===== src/rtl/zx_pkg.sv =====
package zx_pkg;

	//////////////////////
	// memory windows
	//////////////////////
	localparam int win_count = 4;
	localparam int page_w = 8;
	localparam int rompg_w = 5;

	// low address bytes of the decoded ports
	localparam logic [7:0] port_7ffd_lo = 8'hFD;
	localparam logic [7:0] port_eff7_lo = 8'hF7;
	localparam logic [7:0] port_f7_lo = 8'hF7;

	// high address bytes for dos entry and exit
	localparam logic [7:0] dos_entry_hi = 8'h3D;
	localparam logic [7:0] ram_low_hi = 8'h40;

	// fclk cycles per z80 clock
	localparam int div_slow = 8;
	localparam int div_fast = 4;

	// frame length, short for simulation
	localparam int frame_fclks = 1024;
	localparam int int_len = 32;

	// xxF7 data word, seen as a ram page
	typedef struct packed {
		logic romnram;
		logic [6:0] page;
	} ram_view_t;

	// same word seen as a rom page
	typedef struct packed {
		logic romnram;
		logic [6-rompg_w:0] spare;
		logic [rompg_w-1:0] page;
	} rom_view_t;

	typedef union packed {
		ram_view_t ram;
		rom_view_t rom;
	} pager_word_u;

endpackage


===== src/rtl/z_clock.sv =====
`timescale 1ns/1ns

module z_clock (
	input  logic fclk,
	input  logic rst_n,
	input  logic turbo,
	output logic clkz_out,
	output logic zpos,
	output logic zneg
);
	import zx_pkg::*;

	localparam int cnt_w = $clog2(div_slow);

	logic [cnt_w-1:0] cnt;
	logic slow;
	logic [cnt_w-1:0] last;
	logic [cnt_w-1:0] half_end;

	// period follows the mode latched at the last boundary
	assign last = slow ? cnt_w'(div_slow - 1) : cnt_w'(div_fast - 1);
	assign half_end = slow ? cnt_w'(div_slow / 2 - 1) : cnt_w'(div_fast / 2 - 1);

	always_ff @(posedge fclk)
	begin
		if (!rst_n)
		begin
			cnt <= '0;
			slow <= 1'b0;
			clkz_out <= 1'b0;
			zpos <= 1'b0;
			zneg <= 1'b0;
		end
		else
		begin
			zpos <= 1'b0;
			zneg <= 1'b0;
			if (cnt == last)
			begin
				// new period starts high, mode may switch here
				cnt <= '0;
				slow <= ~turbo;
				clkz_out <= 1'b1;
				zpos <= 1'b1;
			end
			else
			begin
				cnt <= cnt + 1'b1;
				if (cnt == half_end)
				begin
					clkz_out <= 1'b0;
					zneg <= 1'b1;
				end
			end
		end
	end

	a_edges_apart: assert property (@(posedge fclk) disable iff (!rst_n)
		!(zpos && zneg));

endmodule


===== src/rtl/z_ports.sv =====
`timescale 1ns/1ns

module z_ports (
	input  logic fclk,
	input  logic rst_n,
	input  logic zpos,
	input  logic [15:0] a,
	input  logic [7:0] d,
	input  logic iorq_n,
	input  logic wr_n,
	output logic [7:0] p7ffd,
	output logic [7:0] peff7,
	output logic f7_wr,
	output logic [1:0] f7_win,
	output logic f7_bank,
	output zx_pkg::pager_word_u f7_data
);
	import zx_pkg::*;

	logic taken;
	logic io_wr;
	logic hit_7ffd;
	logic hit_eff7;
	logic hit_f7;

	//////////////////////
	// address decode
	//////////////////////
	assign hit_7ffd = (a[7:0] == port_7ffd_lo) && (a[15:12] == 4'h7);
	assign hit_eff7 = (a[7:0] == port_eff7_lo) && (a[15:12] == 4'hE);
	assign hit_f7 = (a[7:0] == port_f7_lo) && (a[15:12] != 4'hE);

	// first zpos of an io write cycle only
	assign io_wr = zpos && !iorq_n && !wr_n && !taken;

	always_ff @(posedge fclk)
	begin
		if (!rst_n)
		begin
			taken <= 1'b0;
			p7ffd <= 8'h00;
			peff7 <= 8'h00;
		end
		else
		begin
			if (iorq_n)
				taken <= 1'b0;
			else if (io_wr)
				taken <= 1'b1;
			if (io_wr && hit_7ffd)
				p7ffd <= d;
			if (io_wr && hit_eff7)
				peff7 <= d;
		end
	end

	// window write goes straight to the pagers
	assign f7_wr = io_wr && hit_f7;
	assign f7_win = a[15:14];
	assign f7_bank = a[11];
	assign f7_data = d;

	a_one_write: assert property (@(posedge fclk) disable iff (!rst_n)
		io_wr |=> (!io_wr until iorq_n));

endmodule


===== src/rtl/atm_pager.sv =====
`timescale 1ns/1ns

module atm_pager #(
	parameter int win_index = 0
) (
	input  logic fclk,
	input  logic rst_n,
	input  logic zpos,
	input  logic [15:0] a,
	input  logic mreq_n,
	input  logic m1_n,
	input  logic dos,
	input  logic [7:0] p7ffd,
	input  logic [7:0] peff7,
	input  logic f7_wr,
	input  logic [1:0] f7_win,
	input  logic f7_bank,
	input  zx_pkg::pager_word_u f7_data,
	output logic [zx_pkg::page_w-1:0] page,
	output logic romnram,
	output logic dos_on,
	output logic dos_off
);
	import zx_pkg::*;

	pager_word_u word_norm;
	pager_word_u word_dos;
	pager_word_u cur;
	logic fetch;

	// both banks come up as rom page 3
	always_ff @(posedge fclk)
	begin
		if (!rst_n)
		begin
			word_norm <= 8'h83;
			word_dos <= 8'h83;
		end
		else if (f7_wr && (f7_win == 2'(win_index)))
		begin
			if (f7_bank)
				word_dos <= f7_data;
			else
				word_norm <= f7_data;
		end
	end

	assign cur = dos ? word_dos : word_norm;

	//////////////////////
	// page selection
	//////////////////////
	always_comb
	begin
		if (peff7[2])
		begin
			romnram = cur.rom.romnram;
			if (cur.rom.romnram)
				page = {{(page_w - rompg_w){1'b0}}, cur.rom.page};
			else
				page = {1'b0, cur.ram.page};
		end
		else
		begin
			// pentagon layout
			case (win_index)
				0:
				begin
					romnram = 1'b1;
					page = {{(page_w - 2){1'b0}}, ~dos, p7ffd[4]};
				end
				1:
				begin
					romnram = 1'b0;
					page = page_w'(5);
				end
				2:
				begin
					romnram = 1'b0;
					page = page_w'(2);
				end
				default:
				begin
					romnram = 1'b0;
					page = {{(page_w - 3){1'b0}}, p7ffd[2:0]};
				end
			endcase
		end
	end

	// opcode fetch inside this window
	assign fetch = zpos && !mreq_n && !m1_n && (a[15:14] == 2'(win_index));
	assign dos_on = fetch && (a[15:8] == dos_entry_hi) && romnram && !dos;
	assign dos_off = fetch && (a[15:8] >= ram_low_hi) && !romnram;

endmodule


===== src/rtl/z_dos.sv =====
`timescale 1ns/1ns

module z_dos (
	input  logic fclk,
	input  logic rst_n,
	input  logic [zx_pkg::win_count-1:0] dos_on,
	input  logic [zx_pkg::win_count-1:0] dos_off,
	output logic dos
);

	// any window may request entry or exit
	always_ff @(posedge fclk)
	begin
		if (!rst_n)
			dos <= 1'b0;
		else if (|dos_on)
			dos <= 1'b1;
		else if (|dos_off)
			dos <= 1'b0;
	end

	// requests come from different pagers
	a_on_off_apart: assert property (@(posedge fclk) disable iff (!rst_n)
		!((|dos_on) && (|dos_off)));

endmodule


===== src/rtl/z_mem_map.sv =====
`timescale 1ns/1ns

module z_mem_map (
	input  logic [15:0] a,
	input  logic mreq_n,
	input  logic [zx_pkg::win_count-1:0][zx_pkg::page_w-1:0] pages,
	input  logic [zx_pkg::win_count-1:0] romnrams,
	output logic [zx_pkg::rompg_w-1:0] rompg,
	output logic [zx_pkg::page_w-1:0] ram_page,
	output logic romnram_cur,
	output logic csrom
);
	import zx_pkg::*;

	logic [1:0] win;
	logic [page_w-1:0] sel_page;

	//////////////////////
	// window select
	//////////////////////
	assign win = a[15:14];
	assign sel_page = pages[win];
	assign romnram_cur = romnrams[win];

	// rom page lines take the low bits
	assign rompg = sel_page[rompg_w-1:0];
	assign ram_page = sel_page;

	// rom chip select only during a memory cycle
	assign csrom = romnram_cur && !mreq_n;

endmodule


===== src/rtl/z_int.sv =====
`timescale 1ns/1ns

module z_int (
	input  logic fclk,
	input  logic rst_n,
	input  logic iorq_n,
	input  logic m1_n,
	output logic int_n
);
	import zx_pkg::*;

	localparam int frame_w = $clog2(frame_fclks);
	localparam int len_w = $clog2(int_len);

	logic [frame_w-1:0] frame_cnt;
	logic [len_w-1:0] len_cnt;
	logic int_start;
	logic int_ack;

	assign int_start = (frame_cnt == frame_w'(frame_fclks - 1));
	assign int_ack = !iorq_n && !m1_n;

	//////////////////////
	// frame counter and pulse
	//////////////////////
	always_ff @(posedge fclk)
	begin
		if (!rst_n)
		begin
			frame_cnt <= '0;
			len_cnt <= '0;
			int_n <= 1'b1;
		end
		else
		begin
			frame_cnt <= int_start ? '0 : frame_cnt + 1'b1;
			if (int_start)
			begin
				int_n <= 1'b0;
				len_cnt <= '0;
			end
			else if (!int_n)
			begin
				len_cnt <= len_cnt + 1'b1;
				// ends on length or on cpu acknowledge
				if (int_ack || (len_cnt == len_w'(int_len - 1)))
					int_n <= 1'b1;
			end
		end
	end

	a_int_len: assert property (@(posedge fclk) disable iff (!rst_n)
		$fell(int_n) |-> ##[1:int_len] int_n);

endmodule


===== src/rtl/zx_core_top.sv =====
`timescale 1ns/1ns

module zx_core_top (
	input  logic fclk,
	input  logic rst_n,
	input  logic [15:0] a,
	input  logic [7:0] d,
	input  logic mreq_n,
	input  logic iorq_n,
	input  logic rd_n,
	input  logic wr_n,
	input  logic m1_n,
	output logic clkz_out,
	output logic int_n,
	output logic csrom,
	output logic [zx_pkg::rompg_w-1:0] rompg,
	output logic [zx_pkg::page_w-1:0] ram_page,
	output logic romnram_cur
);
	import zx_pkg::*;

	logic zpos;
	logic [7:0] p7ffd;
	logic [7:0] peff7;
	logic f7_wr;
	logic [1:0] f7_win;
	logic f7_bank;
	pager_word_u f7_data;
	logic dos;
	logic [win_count-1:0] dos_on;
	logic [win_count-1:0] dos_off;
	logic [win_count-1:0][page_w-1:0] pages;
	logic [win_count-1:0] romnrams;

	// turbo is on while EFF7 bit 4 is clear
	z_clock z_clock_i (.fclk(fclk), .rst_n(rst_n), .turbo(~peff7[4]),
		.clkz_out(clkz_out), .zpos(zpos), .zneg());

	z_ports z_ports_i (.fclk(fclk), .rst_n(rst_n), .zpos(zpos), .a(a), .d(d),
		.iorq_n(iorq_n), .wr_n(wr_n), .p7ffd(p7ffd), .peff7(peff7), .f7_wr(f7_wr),
		.f7_win(f7_win), .f7_bank(f7_bank), .f7_data(f7_data));

	//////////////////////
	// one pager per window
	for (genvar i = 0; i < win_count; i++)
	begin : g_pager
		atm_pager #(.win_index(i)) atm_pager_i (.fclk(fclk), .rst_n(rst_n), .zpos(zpos),
			.a(a), .mreq_n(mreq_n), .m1_n(m1_n), .dos(dos), .p7ffd(p7ffd), .peff7(peff7),
			.f7_wr(f7_wr), .f7_win(f7_win), .f7_bank(f7_bank), .f7_data(f7_data),
			.page(pages[i]), .romnram(romnrams[i]), .dos_on(dos_on[i]),
			.dos_off(dos_off[i]));
	end

	z_dos z_dos_i (.fclk(fclk), .rst_n(rst_n), .dos_on(dos_on), .dos_off(dos_off),
		.dos(dos));

	z_mem_map z_mem_map_i (.a(a), .mreq_n(mreq_n), .pages(pages), .romnrams(romnrams),
		.rompg(rompg), .ram_page(ram_page), .romnram_cur(romnram_cur), .csrom(csrom));

	z_int z_int_i (.fclk(fclk), .rst_n(rst_n), .iorq_n(iorq_n), .m1_n(m1_n),
		.int_n(int_n));

endmodule


===== config.mk =====
export PLATFORM = sky130hd
export DESIGN_NAME = zx_core_top
export DESIGN_NICKNAME = d
export VERILOG_FILES = /design/src/rtl/zx_pkg.sv /design/src/rtl/z_clock.sv /design/src/rtl/z_ports.sv /design/src/rtl/atm_pager.sv /design/src/rtl/z_dos.sv /design/src/rtl/z_mem_map.sv /design/src/rtl/z_int.sv /design/src/rtl/zx_core_top.sv
export SDC_FILE = /design/constraint.sdc
export NUM_CORES = 1
export LEC_CHECK = 0
export BUFFER_PORTS_ARGS = -buffer_cell sky130_fd_sc_hd__buf_2
export CAP_MARGIN = 30
export CORE_MARGIN = 2
export CORE_UTILIZATION = 40
export DETAILED_ROUTE_END_ITERATION = 6
export SLEW_MARGIN = 20
export SYNTH_ARGS = -nofsm -noshare
export SYNTH_HDL_FRONTEND = slang
export SYNTH_SLANG_ARGS = --single-unit
export TNS_END_PERCENT = 1

===== constraint.sdc =====
create_clock -name fclk -period 5.3 [get_ports fclk]
set_input_delay 1.06 -clock fclk [delete_from_list [all_inputs] [get_ports fclk]]
set_output_delay 1.06 -clock fclk [all_outputs]
set_load 0.1 [all_outputs]

==> run metrics, run 1 <==
PD cells 301 nW/µm²; Pins Over Slew Limit 0; chip width 110 µm; ANT cells 0; io pins 48; Port Buffer Count 45; first-pass GRT wire length 17800 µm; register area share after synthesis 41.6%; Mapped Cells 508; Crit Reg-Reg Endpoint g_pager[0].atm_pager_i.word_norm[0]; Post-CTS Setup Repair Bufs 0; CTS tree done; R2R cell count 4; largest net degree at the start of global routing 54; Main synth FF type dfxtp_1; flop2flop setup slack 3.11 ns; yosys warns 0; Post-route DRC 0; #FFs+latches synth 94; cts bufs inserted 9; Max Clock Skew 0.00909 ns; Post-CTS Hold Buffers 0; post-CTS resize count 0; via count 3635; WP data required 4.24 ns; share of cells above drive strength 1 14.2%; RSZ-0062 raised after global routing false; Post-synth EDFFs 0; status finished, final reports clean; synthesized cell area 4520 µm²; routed length per instance 16.5 µm; Setup crit end ram_page[5]; Lkg Pwr 0.00199 µW; initial DRC count 266; Die Y 110 µm; Syn Nets 543; vias in the first global route 3429; nets 559; Die Area 12200 µm²; final worst path period share 76.1%; antenna-violating nets left 0; clock insertion delay at the later pin of the skew report 0.34 ns; Worst setup startpoint z_dos_i.dos; initial antenna violation count 0; grt total ovfl 0; Reg clk slew, reported paths 0.06 ns; Worst Path Arrival 2.97 ns; setup violators final 0; row count 38; total wire length 11000 µm; CP endpoint kind output pin; core outline area 10900 µm²; worst hold start g_pager[1].atm_pager_i.word_norm[2]; Synth top area share 41.6%; critical path class flop to output pin; Root Buffer clkbuf_16; Final Worst Setup Slack 1.27 ns; Cell variety after synth 54; Max Fanout on Critical Path 21; Max Cap Viol 0; clock sinks 94; half-perimeter wire length after placement 7430 µm; gr usage total 19.5%; pre-CTS setup slack 1.42 ns; fmax 248 MHz; worst-margin pin slew 0.925 ns; Area Overhead vs Synth 12.0%; Synth area leaders dfxtp_1, mux2i_1, nand2_1; VDD IR max 155 µV; Sum Neg Setup Slack 0 ns; worst r2r src z_ports_i.taken; routability cong. 0.772; Hold WC Path Type flop to flop; Period minus WS final 4.03 ns; Vias/cell 5.44; relative max-transition margin 37.9%; H-tree depth 3; Async SR Flop Fraction 0%; clk buf depth 2; syn_area_per_cell 8.90 µm²; cell taking the most area after synthesis dfxtp_1; drt first pass iters 4; Fin. Hold Viols 0; Initial Utilization 41.3%; critical path launch point type flop
report_power, final:
| part | total, µW | switching, µW | internal, µW |
|---|---|---|---|
| Clock | 700 | 263 | 437 |
| Sequential | 715 | 4.14 | 711 |
| Combinational | 109 | 82.0 | 27.0 |
worst min-delay path by stage:
stage / to / cells after the start / slack (ns)
after floorplan: z_clock_i.cnt[0] / 1 / 0.43
after global placement: g_pager[1].atm_pager_i.word_dos[4] / 2 / 0.44
after detailed placement: g_pager[2].atm_pager_i.word_dos[2] / 2 / 0.44
after CTS: g_pager[2].atm_pager_i.word_dos[2] / 2 / 0.45
after global routing: g_pager[2].atm_pager_i.word_norm[2] / 2 / 0.47
final: g_pager[1].atm_pager_i.word_norm[2] / 2 / 0.45
flip-flops by register name (all words and copies together), names as in the netlist:
signal,cells
z_int_i.frame_cnt,10
z_int_i.len_cnt,5
z_ports_i.p7ffd,4
z_clock_i.slow,1
z_int_i.int_n,1
z_clock_i.zpos,1
g_pager.atm_pager_i.word_dos,32
z_ports_i.peff7,2
z_clock_i.cnt,3
z_dos_i.dos,1
z_clock_i.clkz_out,1
z_ports_i.taken,1
g_pager.atm_pager_i.word_norm,32
critical path, cell delays in order, from the launching register on:
cell	delay, ns
dfxtp_1	0.78
buf_4	0.45
mux2i_1	0.31
nand2_1	0.17
o22a_1	0.25
o32ai_1	0.17
buf_2	0.49
placed cells by master (no fill, tap or decap), types with 4 or more instances in the layout:
master / instances
xnor2_1: 5
ha_1: 4
mux2i_1: 65
a21oi_1: 34
nand4_1: 11
mux4_2: 5
o21ai_0: 15
buf_2: 45
nor3b_1: 6
clkbuf_16: 9
nor2_1: 45
nand2b_1: 5
nor2b_1: 7
nand3_1: 33
inv_1: 4
nand2_1: 68
dfxtp_1: 94
xor2_1: 6
nor3_1: 5
and3_1: 4
routing by layer:
| layer | routed length (µm) | part of all wire (%) | up-vias | track usage [%] |
|---|---|---|---|---|
| li1 | - | - | 1813 | - |
| met1 | 5310 | 48 | 1737 | 25.6 |
| met2 | 5080 | 46 | 70 | 31.1 |
| met3 | 424 | 3.8 | 15 | 3.64 |
| met4 | 216 | 2.0 | 0 | 8.57 |
| met5 | 0 | 0 | - | 0 |
per-stage QoR:
| stage | utilization, % | instances | cell area, µm² | hold WS (ns) | power (µW) |
|---|---|---|---|---|---|
| after floorplan | - | 508 | 4520 | 0.426 | 810 |
| after global placement | 43.1 | 652 | 4720 | 0.436 | 836 |
| after detailed placement | 43.1 | 652 | 4720 | 0.443 | 838 |
| after CTS | 46.1 | 667 | 5040 | 0.451 | 1540 |
| after global routing | 46.3 | 668 | 5060 | 0.467 | 1580 |
| final | 46.3 | 668 | 5060 | 0.450 | 1520 |
cell families after synthesis:
family | Yosys count | share of synthesized area, %
xor+xnor | 11 | 2.13
simple gates | 210 | 23.8
flops | 94 | 41.6
buf+inv | 48 | 5.18
other cells | 1 | 0.0830
mux | 72 | 17.4
compound gates | 68 | 8.72
fa+ha+maj | 4 | 1.11
cells in the mapped netlist, types with 6 or more instances:
cell type,n
dfxtp_1,94
nand2_1,68
mux2i_1,65
nor2_1,45
a21oi_1,34
nand3_1,33
clkbuf_1,23
o21ai_0,16
nand4_1,11
buf_4,8
buf_2,7
nor2b_1,7
nor3b_1,6
xor2_1,6
layout make-up:
| cell class | instances | area [µm²] |
|---|---|---|
| Sequential cell | 94 | 1880 |
| Clock buffer | 12 | 256 |
| Fill cell | 1062 | 5880 |
| Tap cell | 140 | 175 |
| Clock inverter | 3 | 67.6 |
| Timing Repair Buffer | 47 | 253 |
| Multi-Input combinational cell | 366 | 2400 |
| Inverter | 6 | 22.5 |
Power figures use the tool's default switching activity.
==> run 2, diff against run 1 <==
- clock period: 5.3 -> 3.9 ns (I/O delays scaled with it)
==> run 2 against run 1 <==
  * Critical path depth decreased by 1
  * Clock power increased by 35%
  * Via count increased by 1.7%
  * Clock skew increased by 0.0018 ns
  * Die area unchanged
  * Wire length increased by 0.91%
  * Sequential power increased by 36%
  * Final cell count increased by 0.90%
  * Power increased by 36%
  * Utilization increased by 0.41 points
  * Largest power group unchanged
==> run metrics, run 2 (synthesis results as in run 1) <==
status finished, final reports clean; initial antenna violation count 0 (unchanged); chip width 110 µm (unchanged); fmax 303 MHz; pre-CTS setup slack 0.618 ns (-0.799 ns); clock sinks 94 (unchanged); relative max-transition margin 44.8% (+7.0 points); Post-CTS Hold Buffers 0 (unchanged); routed length per instance 16.5 µm (about the same); R2R cell count 4 (unchanged); top flop regs g_pager.atm_pager_i.word_dos (32), g_pager.atm_pager_i.word_norm (32), z_int_i.frame_cnt (10); Port Buffer Count 45 (unchanged); Register Area 1880 µm² (unchanged); worst hold start g_pager[1].atm_pager_i.word_dos[4]; Fill cells 1066 (+0.38%); CP bufs+invs 2 (unchanged); largest net degree at the start of global routing 54 (unchanged); flop2flop setup slack 1.74 ns (-1.37 ns); Hold WC Path Type flop to flop; nets 564 (+0.89%); Die Y 110 µm (unchanged); gr usage total 20.1% (+0.64 points); Post-CTS Setup Repair Bufs 0 (unchanged); Period minus WS final 3.31 ns; core outline area 10900 µm² (unchanged); final worst path period share 84.8%; CP top delay family buffers and inverters; Lkg Pwr 0.00202 µW (+1.4%); commonest non-fill, non-tap cell in the layout dfxtp_1; Fin. Hold Viols 0 (unchanged); vias in the first global route 3622 (+5.6%); grt total ovfl 0 (unchanged); WP data required 3.12 ns (-1.12 ns); Post-route DRC 0 (unchanged); Die Area 12200 µm² (unchanged); Root Buffer clkbuf_16; CTS tree done; worst hold margin 0.448 ns (-0.00197 ns); total wire length 11100 µm (+0.91%); worst r2r src z_clock_i.zpos; clock insertion delay at the later pin of the skew report 0.35 ns (about the same); Crit Reg-Reg Endpoint g_pager[1].atm_pager_i.word_dos[1]; RSZ-0062 raised after global routing false; Max Clock Skew 0.0109 ns (+0.00184 ns); critical path cell sequence inv_1 > o21ai_0 > nand2_1 > o32ai_1 > buf_2; io pins 48 (unchanged); antenna-violating nets left 0 (unchanged); H-tree depth 3 (unchanged); critical path class flop to output pin; worst-margin pin slew 0.827 ns (-0.0978 ns); Max Cap Viol 0 (unchanged); footprint of the multi-input gates 2410 µm² (+0.31%); via count 3695 (+1.7%); CP endpoint kind output pin; Pins Over Slew Limit 0 (unchanged); Hold Path Stages 2 (unchanged); first-pass GRT wire length 18500 µm (+3.9%); share of cells above drive strength 1 15.4% (+1.2 points); Endpoint, Worst Hold g_pager[1].atm_pager_i.word_dos[4]; most frequent cells in the layout dfxtp_1, nand2_1, mux2i_1; Slowest-stage cell, CP dfxtp_1; cts bufs inserted 9 (unchanged); Finished Core Util 46.7% (+0.41 points); post-CTS resize count 0 (unchanged); Worst setup startpoint z_ports_i.peff7[2]; drt first pass iters 4 (unchanged); row count 38 (unchanged); Vias/cell 5.48 (+0.75%); ANT cells 0 (unchanged); Initial Utilization 41.3% (unchanged); Sum Neg Setup Slack 0 ns (unchanged); initial DRC count 219 (-18%); clk buf depth 2 (unchanged); critical path launch point type flop; VDD IR max 232 µV (+50%); Reg clk slew, reported paths 0.06 ns (about the same); Max stage delay on crit path 0.75 ns (-0.03 ns); PD cells 405 nW/µm² (+34%); half-perimeter wire length after placement 7670 µm (+3.1%); Final Worst Setup Slack 0.595 ns (-0.675 ns); Area Overhead vs Synth 13.0%; setup violators final 0 (unchanged); Worst Path Arrival 2.53 ns (-0.44 ns); routability cong. 0.787 (+2.0%); Max Fanout on Critical Path 17 (-19%)
==> run 2: changes by cell type in the layout (fill, tap and decap cells not counted), sizes merged <==
| cell | delta |
|---|---|
| clkbuf | -1 |
| inv | +1 |
| buf | +5 |
| clkinv | +1 |
==> run 2: power by group <==
group          leakage [µW]  internal, µW  switching [µW]
Combinational       0.00111          37.8             112
Sequential         0.000759           966            5.67
Clock              0.000156           580             365
Total               0.00202          1580             482
==> run 2: stage by stage <==
stage                     instances  total power, µW  cell area [µm²]
after floorplan                 508             1100             4530
after global placement          657             1140             4760
after detailed placement        657             1140             4760
after CTS                       673             2090             5080
after global routing            674             2150             5100
final                           674             2070             5100
==> run 2: worst max-delay path by stage <==
stage / endpoint / slack (ns) / depth (start not counted)
final: csrom / 0.59 / 5
after global routing: csrom / 0.49 / 6
after detailed placement: csrom / 0.62 / 6
after global placement: csrom / 0.67 / 6
after floorplan: csrom / -0.53 / 4
after CTS: csrom / 0.60 / 6
==> run 2: cell type report <==
| cell class | instances | area share (%) |
|---|---|---|
| multi-input cells | 366 | 47.2 |
| flip-flops and latches | 94 | 36.9 |
| repair buffers | 52 | 5.69 |
| clock buffers | 11 | 4.75 |
| well taps | 140 | 3.43 |
| clock inverters | 5 | 1.59 |
| inverters | 6 | 0.441 |
==> run 2: per-layer routing <==
metal,track usage (%),vias up,wire (µm)
li1,-,1826,-
met1,24.9,1751,4980
met2,33.2,93,5230
met3,4.88,25,581
met4,8.84,0,334
met5,0,-,0
==> run 2: worst min-delay path, cell delays in order, from the launching register on <==
cell     delay [ns]
dfxtp_1        0.30
nand2_1        0.05
a21oi_1        0.05
==> run 3, diff against run 2 <==
- ABC_AREA: default -> 1
- clock period: 3.9 -> 2.87 ns (I/O delays scaled with it)
==> run 3 against run 2 <==
  * Sequential power grew 36%
  * Register-to-register slack worse by 0.89 ns
  * First-iteration DRC count grew 47%
  * Sequential cell count is the same
  * Via count increased by 29%
  * Combinational power is 83% higher
  * Die area grew 9.1%
  * Synthesized cell count increased by 50%
  * Power is 40% higher
==> run metrics, run 3 <==
status finished, final reports clean; drt first pass iters 5 (+1); Vias/cell 4.99 (-9.1%); post-CTS resize count 0 (unchanged); core outline area 12100 µm² (+10%); CP top delay family simple AND/OR/NAND/NOR gates; Design Area, Final 5770 µm² (+13%); commonest non-fill, non-tap cell in the layout nand2_1; io pins 48 (unchanged); Max stage delay on crit path 0.48 ns (-0.27 ns); most frequent cells in the layout nand2_1, inv_1, dfxtp_1; CP endpoint kind output pin; worst-margin pin slew 0.641 ns (-0.186 ns); Area Overhead vs Synth 16.7%; Slowest-stage cell, CP inv_1; setup violators final 0 (unchanged); Reg clk slew, reported paths 0.08 ns (+0.02 ns); Post-CTS Hold Buffers 0 (unchanged); Synth area leaders dfxtp_1, nand2_1, nand4_1; Worst Path Arrival 2.17 ns (-0.36 ns); Max Fanout on Critical Path 20 (+3); top flop regs g_pager.atm_pager_i.word_dos (32), g_pager.atm_pager_i.word_norm (32), z_int_i.frame_cnt (10); Post-route DRC 0 (unchanged); most instantiated cells after synthesis nand2_1, inv_1, dfxtp_1, nor2_1, nand4_1; vias in the first global route 4460 (+23%); first-pass GRT wire length 21800 µm (+18%); Port Buffer Count 45 (unchanged); Cell variety after synth 30 (-44%); Finished Core Util 47.9% (+1.2 points); yosys warns 0 (unchanged); clk buf depth 2 (unchanged); via count 4776 (+29%); RSZ-0062 raised after global routing true; Fin. Hold Viols 0 (unchanged); cell taking the most area after synthesis dfxtp_1; critical path class flop to output pin; Hold WC Path Type primary input to flop; largest net degree at the start of global routing 53 (-1.9%); CTS tree done; grt total ovfl 0 (unchanged); routed length per instance 13.7 µm (-17%); critical path cell sequence inv_1 > nand2_1 > nand2_1 > nand2_1 > nand2_1 > nand2_1 > nor3_2 > buf_12; #FFs+latches synth 94 (unchanged); fmax 364 MHz; Async SR Flop Fraction 0% (unchanged); WP data required 2.30 ns (-0.82 ns); gr usage total 21.1% (+0.99 points); Post-CTS Setup Repair Bufs 0 (unchanged); VDD IR max 365 µV (+57%); cts bufs inserted 9 (unchanged); Root Buffer clkbuf_16; Period minus WS final 2.75 ns; half-perimeter wire length after placement 9100 µm (+19%); syn_area_per_cell 6.48 µm² (-27%); CP bufs+invs 2 (unchanged); relative max-transition margin 57.2% (+12 points); initial DRC count 322 (+47%); antenna-violating nets left 0 (unchanged); register area share after synthesis 38.0% (-3.6 points); Main synth FF type dfxtp_1; top-count cell post-synth nand2_1; clock sinks 94 (unchanged); final worst path period share 95.7%; Initial Utilization 41.0% (-0.31 points); Pins Over Slew Limit 0 (unchanged); total wire length 13100 µm (+18%); chip width 115 µm (+4.5%); Lkg Pwr 0.00269 µW (+33%); synthesized cell area 4950 µm² (+9.5%); routability cong. 0.854 (+8.5%); H-tree depth 3 (unchanged); Fill cells 1262 (+18%); clock insertion delay at the later pin of the skew report 0.36 ns (about the same); Max Clock Skew 0.00746 ns (-0.00347 ns); Syn Nets 799 (+47%); Mapped Cells 764 (+50%); Top cell by count, worst path nand2_1; row count 40 (+5.3%); critical path launch point type flop; Die Area 13300 µm² (+9.1%); Synth top area share 38.0% (-3.6 points); share of cells above drive strength 1 11.4% (-4.0 points); PD cells 502 nW/µm² (+24%); nets 820 (+45%); Area after DPL 5450 µm² (+14%); Post-synth EDFFs 0 (unchanged); Die Y 115 µm (+4.5%); Max Cap Viol 0 (unchanged); initial antenna violation count 0 (unchanged); ANT cells 0 (unchanged)
-- run 3: changes by cell type after synthesis, sizes merged, moves of 9 or more --
cell / change
a21oi: -9
buf: +10
inv: +115
mux2i: -65
nand2: +130
nand3: +19
nand4: +61
nor2: +43
o21ai: +9
-- run 3: worst paths after layout --
path / start / end / slack [ns] / cells after the start
setup / recovery: z_dos_i.dos / csrom / 0.12 / 8
hold / removal: iorq_n / z_ports_i.taken / 0.41 / 2
setup reg to reg: z_clock_i.zpos / g_pager[2].atm_pager_i.word_dos[1] / 0.85 / 7
hold reg to reg: z_ports_i.peff7[4] / z_clock_i.slow / 0.45 / 2
-- run 3: cell families (layout without fill, tap and decap cells) --
group | after synthesis | in the layout | synth area share, %
other cells | 1 | 1 | 0.0758
buf+inv | 174 | 200 | 15.0
xor+xnor | 9 | 9 | 1.59
simple gates | 420 | 420 | 37.4
flops | 94 | 94 | 38.0
compound gates | 62 | 62 | 6.85
fa+ha+maj | 4 | 4 | 1.01
-- run 3: final cells by class --
type                       instances  area [µm²]  area share, %
sequential                        94        1880           32.6
timing repair buffer              61         551           9.54
tap                              168         210           3.64
inverter                         123         465           8.06
clock buffer                       9         225           3.90
multi-input combinational        496        2340           40.6
clock inverter                     7        97.6           1.69
-- run 3: routing by layer --
metal,vias up,global-route usage [%],wire (µm)
li1,2456,-,-
met1,2161,27.3,5980
met2,135,34.0,6090
met3,24,4.11,721
met4,0,9.64,305
met5,-,0,0
-- run 3: stage by stage --
| stage | cells | hold slack, ns | setup TNS (ns) | total power (µW) | setup WS, ns |
|---|---|---|---|---|---|
| after floorplan | 764 | 0.414 | -1.05 | 1540 | -0.361 |
| after global placement | 942 | 0.429 | 0 | 1620 | 0.341 |
| after detailed placement | 942 | 0.434 | 0 | 1620 | 0.291 |
| after CTS | 958 | 0.399 | 0 | 2920 | 0.107 |
| after global routing | 958 | 0.420 | -0.189 | 3000 | -0.0533 |
| final | 958 | 0.415 | 0 | 2900 | 0.125 |
-- run 3: power breakdown --
part           internal [µW]  leakage, µW  total, µW  switching, µW
clock network            708     0.000159       1310            597
logic                   74.2      0.00178        273            199
registers               1310     0.000759       1320           6.98
total                   2100      0.00269       2900            802
